<file path="config.mk">
export PLATFORM = sky130hd
export DESIGN_NAME = stall_counter
export DESIGN_NICKNAME = d
export VERILOG_FILES = /design/src/stall_counter.sv
export VERILOG_INCLUDE_DIRS = /design/src /design/src/src
export SDC_FILE = /design/constraint.sdc
export NUM_CORES = 1
export LEC_CHECK = 0
export BUFFER_PORTS_ARGS = -buffer_cell sky130_fd_sc_hd__buf_2
export CORE_AREA = 2 2 39 41
export CTS_CLUSTER_SIZE = 24
export DETAILED_ROUTE_END_ITERATION = 12
export DIE_AREA = 0 0 41 43
export GPL_TIMING_DRIVEN = 0
export SLEW_MARGIN = 20
export SYNTH_ARGS = -nofsm -noshare
export SYNTH_HDL_FRONTEND = slang
export SYNTH_SLANG_ARGS = --single-unit
</file>
<file path="constraint.sdc">
create_clock -name clk_i -period 2.9 [get_ports clk_i]
set_input_delay 0 -clock clk_i [delete_from_list [all_inputs] [get_ports clk_i]]
set_output_delay 0 -clock clk_i [all_outputs]
set_load 0.1 [all_outputs]
</file>
<file path="src/tcdm_macros.svh">
// port counts, data and address widths, and bank geometry of the TCDM interconnect.
`ifndef TCDM_MACROS_SVH
`define TCDM_MACROS_SVH

// initiator side.
`define TCDM_NB_CORES 4
`define TCDM_NB_INIT  (`TCDM_NB_CORES + 1)
`define TCDM_DMA_IDX  `TCDM_NB_CORES
`define TCDM_CORE_W   2
`define TCDM_INIT_W   3

// bus widths.
`define TCDM_DATA_W   32
`define TCDM_ADDR_W   32
`define TCDM_BE_W     (`TCDM_DATA_W / 8)

// banks are word interleaved, 64 words each.
`define TCDM_NB_BANKS 4
`define TCDM_BANK_W   2
`define TCDM_ROW_W    6
`define TCDM_STALL_W  4

`endif

</file>
<file path="src/stall_counter.sv">
// counter of consecutive cycles in which the low-priority side lost arbitration.
`timescale 1ns/1ps
`default_nettype none

`include "tcdm_macros.svh"

module stall_counter (
  input  logic                     clk_i,
  input  logic                     rst_n_i,
  input  logic                     refused_i,
  input  logic [`TCDM_STALL_W-1:0] max_stall_i,
  output logic                     stall_hit_o
);

  logic [`TCDM_STALL_W-1:0] count_q;
  logic [`TCDM_STALL_W-1:0] count_inc;

  assign count_inc = count_q + 1'b1;

  // zero limit means boosting is off.
  assign stall_hit_o = refused_i && (max_stall_i != '0) && (count_inc == max_stall_i);

  always_ff @(posedge clk_i) begin
    if (!rst_n_i) begin
      count_q <= '0;
    end else if (!refused_i || stall_hit_o) begin
      count_q <= '0;
    end else begin
      count_q <= count_inc;
    end
  end

endmodule

`default_nettype wire

</file>
==> metrics.cfg <==
[outcome]
status = finished, final reports clean

[die]
die_w_um = 41
num_rows = 14
die_area_um2 = 1763
initial_utilization_pct = 18.26
die_h_um = 43
io_pins = 8
coreArea_um2 = 1384

[yosys]
synth_cell_types = 15
ys_seq_elements = 4
yosysTopAreaCellShare_pct = 31.68
ys.warnings.count = 0
yosys-top-cells-area = dfxtp_1, a311oi_1, xnor2_1, xnor3_1, xor2_1
ys_seq_area_share_pct = 31.68
mappedNetlistArea_um2 = 252.7
syn_area_per_cell_um2 = 10.11
synthCells = 25
synth_nets = 33
synth_top_area_cell = dfxtp_1

[clock_network]
htree_levels = 1
clk_pin_slew_ns = 0.04
cts_resized = 0
ctsHoldBuffers = 0
cts.sinks = 4
clockBufferDepth = 2
cts_setup_buffers = 0
cts_made_buffers = 3
clock_latency_ns = 0.24
ctsRootBufferMaster = clkbuf_4
cts_tree = done

[grt]
grt_pass1_wl_um = 966
use_met3_pct = 9.424
gr-usage-all-layers_pct = 8.945
gr-max-usage-layer = met1
grt_overflow_total = 0
grt_max_degree = 6
met2_usage_pct = 10.31
grt_pass1_vias = 234
antenna_found_initial = 0
grt_util_met1_pct = 11.29

[finish]
n_fill_cell = 163
top_register = count_q
top_regs = count_q: 4 flops
area_growth_pct = 30.69
nets = 45
antennaDiodeCount = 0
largest_register_ffs = 4
layout-drive-gt1-share_pct = 37.14

[power]
p_clk_share_pct = 45.3
p_sw_mw = 0.03777
pwr-share-seq_pct = 38.3
internal_power_mw = 0.1143
irDropWorstVdd_uv = 247.8
leakagePower_nw = 0.1440
p_sw_share_pct = 24.84
p_per_area_nw_per_um2 = 460.4
finalPower_mw = 0.1521
power_frac_comb_pct = 16.3

[worst_setup_path]
path_cells = ha_1 -> or2_2 -> o21ai_0 -> and3_2 -> buf_2
rrSetupSlack_ns = 1.18
slowest_stage = o21ai_0
cp.arrival_ns = 2.33
worst-path-buf-inv = 1
required_ns = 2.90
critPathKind = flop to output pin
start_kind = flop
cp_slowest_stage_delay_ns = 0.44
regToRegStartpoint = count_q[0]
crit_fanout = 5
rr_worst_depth = 4
critPathCaptureType = output pin
cpLargestDelayFamily = simple AND/OR/NAND/NOR gates
rr_endpoint = count_q[0]

[sta]
max_slew.worst_pin.slew_ns = 0.5283
relSlewSlack_pct = 64.41
final.min_clock_period_ns = 2.330
fmax_ghz = 0.4292
timing.final.crit_share_pct = 80.34
hold_viol = 0
skew_ns = 0.002118
rsz0062_at_grt = false
finalSetupViolCount = 0
drv_slew = 0
fin_setup_tns_ns = 0
timing.hold.ws_ns = 0.01372

[detailed_routing]
drt_iter0_drc = 4
routed_wirelength_um = 540
drc = 0
drt_pre_antenna_iters = 2
vias = 229
wl_per_cell_um = 10.59
ant_nets = 0
via_per_inst = 4.490

[placed_design]
numPortBuffers = 7
place_hpwl_um = 418.3
place.gp.congestion = 0.7311

[min_path]
whs_endpoint = count_q[3]
min-delay-start = max_stall_i[3]
hold_path.class = primary input to flop
hold_path_depth = 2

[flow_run]
drv_cap = 0

[area by class of cell]
class | instances | area (um^2) | area share (%)
repair buffers | 7 | 35.03 | 10.61
well taps | 16 | 20.02 | 6.061
clock buffers | 3 | 22.52 | 6.818
multi-input cells | 21 | 172.7 | 52.27
flip-flops and latches | 4 | 80.08 | 24.24
[placed cells by master, fill, tap and decap left out]
| cell type | synthesis | routed |
|---|---|---|
| clkbuf_4 | 0 | 3 |
| ha_1 | 1 | 1 |
| nand3_1 | 2 | 2 |
| buf_2 | 0 | 7 |
| dfxtp_1 | 4 | 4 |
| xor2_1 | 2 | 2 |
| and3_1 | 1 | 1 |
| and3_4 | 1 | 1 |
| a311oi_1 | 3 | 3 |
| a31oi_1 | 1 | 1 |
| or2_2 | 1 | 1 |
| nand2_1 | 2 | 2 |
| xnor2_1 | 3 | 3 |
| and3_2 | 1 | 1 |
| o21ai_0 | 1 | 1 |
| xnor3_1 | 1 | 1 |
| nor3b_1 | 1 | 1 |
[power by group through the flow]
stage          Combinational, mW  Sequential [mW]  Clock, mW
2_1_floorplan             0.0160           0.0588          0
3_3_place_gp              0.0247           0.0591          0
3_5_place_dp              0.0249           0.0592          0
4_1_cts                   0.0250           0.0583     0.0728
5_1_grt                   0.0276           0.0586     0.0781
6_report                  0.0248           0.0583     0.0690
[worst max path at each step]
stage          startpoint     endpoint  depth (start not counted)
2_1_floorplan  count_q[0]  stall_hit_o                          4
3_3_place_gp   count_q[0]  stall_hit_o                          5
3_5_place_dp   count_q[0]  stall_hit_o                          5
4_1_cts        count_q[0]  stall_hit_o                          5
5_1_grt        count_q[0]  stall_hit_o                          5
6_report       count_q[0]  stall_hit_o                          5
[synth_stat cells]
cell type / count
dfxtp_1: 4
a311oi_1: 3
xnor2_1: 3
nand2_1: 2
nand3_1: 2
xor2_1: 2
a31oi_1: 1
and3_1: 1
and3_2: 1
and3_4: 1
ha_1: 1
nor3b_1: 1
o21ai_0: 1
or2_2: 1
xnor3_1: 1
[kinds of logic (layout without fill, tap and decap cells)]
logic type | count (synthesis) | after routing | share of synthesized area (%)
compound gates | 5 | 5 | 14.85
xor+xnor | 6 | 6 | 26.24
fa+ha+maj | 1 | 1 | 4.950
buf+inv | 0 | 10 | 0
flops | 4 | 4 | 31.68
simple gates | 9 | 9 | 22.28
[routing by layer]
layer,vias to the layer above,share of wire (%)
met5,-,0
met4,0,0
met3,0,9.6
met2,8,47
met1,104,43
li1,117,-
[through the flow]
stage | instance area, um^2 | setup WS (ns) | std cells | util [%]
after floorplan | 252.7 | 1.077 | 25 | -
after global placement | 307.8 | 0.8212 | 48 | 22.24
after detailed placement | 307.8 | 0.8123 | 48 | 22.24
after CTS | 330.3 | 0.5588 | 51 | 23.87
after global routing | 330.3 | 0.4292 | 51 | 23.87
final | 330.3 | 0.5702 | 51 | 23.87
(Power assumes the default switching activity.)
