## config.mk

```make
export PLATFORM = sky130hd
export DESIGN_NAME = tcdm_bank
export DESIGN_NICKNAME = d
export VERILOG_FILES = /design/src/tcdm_bank.sv
export VERILOG_INCLUDE_DIRS = /design/src /design/src/src
export SDC_FILE = /design/constraint.sdc
export NUM_CORES = 2
export LEC_CHECK = 0
export BUFFER_PORTS_ARGS = -buffer_cell sky130_fd_sc_hd__buf_4
export CAP_MARGIN = 10
export CORE_MARGIN = 2
export CORE_UTILIZATION = 45
export CTS_BUF_LIST = sky130_fd_sc_hd__clkbuf_4
export CTS_CLUSTER_DIAMETER = 60
export CTS_CLUSTER_SIZE = 10
export DETAILED_ROUTE_END_ITERATION = 6
export GPL_ROUTABILITY_DRIVEN = 0
export SETUP_SLACK_MARGIN = 0.1
export SKIP_LAST_GASP = 1
export SLEW_MARGIN = 20
export SYNTH_ARGS = -nofsm -noshare
export SYNTH_HDL_FRONTEND = slang
export SYNTH_SLANG_ARGS = --single-unit
export TNS_END_PERCENT = 1
```

## constraint.sdc

```tcl
create_clock -name clk_i -period 2.8 [get_ports clk_i]
set_clock_uncertainty 0.15 [all_clocks]
set_input_delay 0 -clock clk_i [delete_from_list [all_inputs] [get_ports clk_i]]
set_output_delay 0 -clock clk_i [all_outputs]
set_load 0.03 [all_outputs]
```

## src/tcdm_macros.svh

```systemverilog
// port counts, data and address widths, and bank geometry of the TCDM interconnect.
`ifndef TCDM_MACROS_SVH
`define TCDM_MACROS_SVH

// initiator side.
`define TCDM_NB_CORES 4
`define TCDM_NB_INIT  (`TCDM_NB_CORES + 1)
`define TCDM_DMA_IDX  `TCDM_NB_CORES
`define TCDM_CORE_W   2
`define TCDM_INIT_W   3

// bus widths.
`define TCDM_DATA_W   32
`define TCDM_ADDR_W   32
`define TCDM_BE_W     (`TCDM_DATA_W / 8)

// banks are word interleaved, 64 words each.
`define TCDM_NB_BANKS 4
`define TCDM_BANK_W   2
`define TCDM_ROW_W    6
`define TCDM_STALL_W  4

`endif

```

## src/tcdm_bank.sv

```systemverilog
// single-port SRAM bank with byte enables and registered one-cycle response.
`timescale 1ns/1ps
`default_nettype none

`include "tcdm_macros.svh"

module tcdm_bank (
  input  logic                    clk_i,
  input  logic                    rst_n_i,
  input  logic                    req_i,
  input  logic [`TCDM_ROW_W-1:0]  row_i,
  input  logic                    wen_i,
  input  logic [`TCDM_BE_W-1:0]   be_i,
  input  logic [`TCDM_DATA_W-1:0] wdata_i,
  output logic [`TCDM_DATA_W-1:0] rdata_o,
  output logic                    valid_o
);

  logic [`TCDM_DATA_W-1:0] mem_q [2**`TCDM_ROW_W];

  // writes answer with zero data.
  always_ff @(posedge clk_i) begin
    if (req_i) begin
      if (wen_i) begin
        rdata_o <= mem_q[row_i];
      end else begin
        for (int i = 0; i < `TCDM_BE_W; i++) begin
          if (be_i[i]) begin
            mem_q[row_i][8*i +: 8] <= wdata_i[8*i +: 8];
          end
        end
        rdata_o <= '0;
      end
    end
  end

  always_ff @(posedge clk_i) begin
    if (!rst_n_i) begin
      valid_o <= 1'b0;
    end else begin
      valid_o <= req_i;
    end
  end

endmodule

`default_nettype wire

```

==> flow_metrics.tcl <==
set metrics [dict create \
    synth_area_um2 79800 \
    synth_area_leaders "edfxtp_1 78%, a22oi_1 3.7%, a221oi_1 2.6%" \
    crit_arrival_ps 3710 \
    synth-xor-area-share 0 \
    p_switching_mw 12.5 \
    area_growth_pct 13.4 \
    synth_area_per_cell_um2 16.9 \
    rr_startpoint "mem_q[35][7]" \
    grt_pass1_vias 47500 \
    nFillCells 14400 \
    r2r_cells 6 \
    worstMarginPinSlew_ps 1150 \
    fin_crit_sh 0.981 \
    synth_fa_ha_area_frac 0 \
    design.core.area_um2 176000 \
    grt_pass1_wl_um 351000 \
    drcViolationCount 2 \
    ys_ff_latch 2081 \
    hpwl_um 155000 \
    worst_setup_path_start_kind "input port" \
    synthDominantCellAreaShare 0.783 \
    grt_max_degree 65 \
    drtIter0Drc 6753 \
    yosys.cell_types.count 63 \
    max_cap_violations 0 \
    async_flop_share 0 \
    numPortBuffers 78 \
    endpoint_kind "register" \
    synth-simple-area-share 0.0309 \
    synth-compound-area-share 0.129 \
    wl_met3_um 24100 \
    slew_headroom 0.232 \
    tns_ps 0 \
    first_pass_iters 7 \
    ir_drop_mv 0.493 \
    status "complete, but fails checks" \
    r2r_slack_ps 140 \
    wl_um 247000 \
    p_per_area_nw_per_um2 582 \
    ys_seq_area_frac 0.783 \
    critical_path.startpoint "row_i[4]" \
    synth_edf_count 2080 \
    crit_end "rdata_o[15]" \
    wl_met2_um 115000 \
    netSwitchingFraction 0.237 \
    period_needed_ps 2750 \
    power.leakage_nw 28.9 \
    antenna_found_initial 14 \
    die_h_um 425 \
    dieArea_um2 181000 \
    cts_root_buffer "clkbuf_4" \
    violations "design-rule violations" \
    finalPower_mw 52.7 \
    drtAntennaViolNets 0 \
    cts_buffers 229 \
    drv_slew 0 \
    fmax_mhz 364 \
    fp-row-count 154 \
    yosysTopAreaCell "edfxtp_1" \
    ys.flop_type "edfxtp_1" \
    grt_use_total 0.270 \
    wl_met1_um 95700 \
    routed.top_layer "met5" \
    clk-insertion-delay-late_ps 1350 \
    cts.clk_slew.worst_paths_ps 120 \
    required_ps 3760 \
    vias 48700 \
    nets 5346 \
    start_util 0.453 \
    critical_path_class "in2reg" \
    synthMuxAreaShare 0.0360 \
    numClockSinks 2081 \
    cts_buffer_depth 3 \
    stdcell_area_um2 90500 \
    synth_top_family_by_area "compound AO/OA/AOI/OAI gates" \
    combPwrFrac 0.077 \
    ios 79 \
    finalHoldViolCount 0 \
    path_max_fanout 27 \
    dpl_cell_area_um2 86500 \
    rsz0062_at_grt "yes" \
    internal_power_mw 40.2 \
    timing.rr.end "rdata_o[7]" \
    avgViaCountPerCell 6.34 \
    finalSetupViolCount 0 \
    synth_warnings 0 \
    synthCells 4710 \
    syn-num-nets 4756 \
    ctsHtreeMaxLevel 4 \
    cts_tree "yes" \
    clkPwrFrac 0.270 \
    p_seq_frac 0.654 \
    gr-total-overflow 0 \
    drive_gt1_frac 0.186 \
    hp-class "in2reg" \
    die_x_um 425 \
    wl_per_cell_um 32.1 \
]
-- critical path: stages --
cell           delay [ps]
dlygate4sd3_1         540
buf_4                 190
dlygate4sd3_1         720
nor2b_1               240
nand2_2               320
buf_12                300
nor3_1                100
a21oi_1               220
dlygate4sd3_1         630
nand4_1               110
o31a_1                310
-- through the flow --
stage,setup slack (ps),instances,utilization,hold slack (ps)
after CTS,124,7677,0.514,0.640
after global placement,-346,7276,0.491,57.3
after detailed placement,-398,7276,0.491,71.6
after floorplan,560,4710,-,-51.1
final,52.5,7686,0.514,124
after global routing,30.2,7685,0.514,65.5
-- final cells by class --
| cell class | count | area (um2) | area share |
|---|---|---|---|
| Antenna cell | 8 | 20.0 | 0.000221 |
| Clock buffer | 247 | 1850 | 0.0205 |
| Clock inverter | 22 | 273 | 0.00301 |
| Inverter | 4 | 22.5 | 0.000249 |
| Multi-Input combinational cell | 2259 | 15800 | 0.174 |
| Sequential cell | 2081 | 62500 | 0.690 |
| Tap cell | 2340 | 2930 | 0.0323 |
| Timing Repair Buffer | 725 | 7180 | 0.0793 |
-- routing by layer --
| metal | vias to the layer above | global-route usage |
|---|---|---|
| met4 | 2 | 0.121 |
| met5 | - | 0 |
| li1 | 20500 | - |
| met3 | 518 | 0.0576 |
| met1 | 25000 | 0.364 |
| met2 | 2719 | 0.424 |
-- synth_stat cells, types with 3 or more instances --
cell type,count
a41o_1,13
a21o_1,14
o22ai_1,131
nor3_1,29
clkbuf_1,171
buf_2,113
o31a_1,16
a21oi_1,187
o221ai_1,3
and3_1,4
nor2_2,3
o21ai_0,131
a22oi_1,392
buf_6,9
buf_4,23
mux2_2,48
a211oi_1,38
mux2i_1,192
nand4_1,14
a41oi_1,24
o211ai_1,32
a221oi_1,241
nor2_1,379
and4_1,12
o2111ai_1,5
nand3_1,7
or2_2,3
o2bb2ai_1,13
nor2b_1,8
a22o_1,86
mux4_2,17
a222oi_1,3
edfxtp_1,2080
o211a_1,12
a31oi_1,14
nand2b_1,3
buf_1,50
nand2_1,103
and2_1,9
a221o_1,20
o22a_1,28
-- power by group through the flow --
| stage | combinational [mW] | sequential (mW) | clock (mW) |
|---|---|---|---|
| 4_1_cts | 3.99 | 34.4 | 14.5 |
| 5_1_grt | 4.21 | 34.5 | 15.6 |
| 2_1_floorplan | 1.64 | 35.1 | 0 |
| 6_report | 4.04 | 34.5 | 14.2 |
| 3_3_place_gp | 3.65 | 35.2 | 0 |
| 3_5_place_dp | 3.69 | 35.2 | 0 |
-- cells by family after synthesis --
logic type,Yosys count
flip-flops,2081
AO/OA/AOI/OAI,1415
AND/OR/NAND/NOR,585
buffers and inverters,370
multiplexers,259
-- what timing repair did --
item / 4_1_cts / 5_1_grt
hold endpoints to repair: 4161 / 0
setup endpoints to repair: 0 / 4
hold buffers: 132 / 0
setup buffers: 0 / 0
resized for setup: 0 / 4
-- flip-flops by register name, indices dropped and copies added, names as in the netlist --
name,cells
rdata_o,32
mem_q,2048
valid_o,1
-- placed cells by master, fill, tap and decap left out, types with 13 or more instances in the layout --
cell type	Yosys	final
a22o_1	86	86
o22a_1	28	28
nor2_1	379	375
dlygate4sd3_1	0	98
a21o_1	14	14
a31oi_1	14	14
nand4_1	14	14
a41oi_1	24	24
mux2_2	48	48
o2bb2ai_1	13	13
mux4_2	17	17
mux2i_1	192	192
edfxtp_1	2080	2080
buf_16	0	32
nand2_1	103	100
o21ai_0	131	130
clkbuf_4	0	247
a211oi_1	38	38
a41o_1	13	13
buf_12	0	64
a221oi_1	241	241
o22ai_1	131	131
a21oi_1	187	187
o211ai_1	32	32
buf_4	23	525
nor3_1	29	29
a22oi_1	392	392
o31a_1	16	16
a221o_1	20	20
-- worst min path at each step --
stage	startpoint	end	slack, ps	cells after the start
final	wdata_i[22]	mem_q[19][22]	120	4
after global routing	wdata_i[22]	mem_q[19][22]	70	4
after CTS	row_i[4]	rdata_o[2]	0.6	6
after detailed placement	rst_n_i	valid_o	70	2
after global placement	rst_n_i	valid_o	60	2
after floorplan	wdata_i[0]	mem_q[0][0]	-50	0
Power figures use the tool's default switching activity.
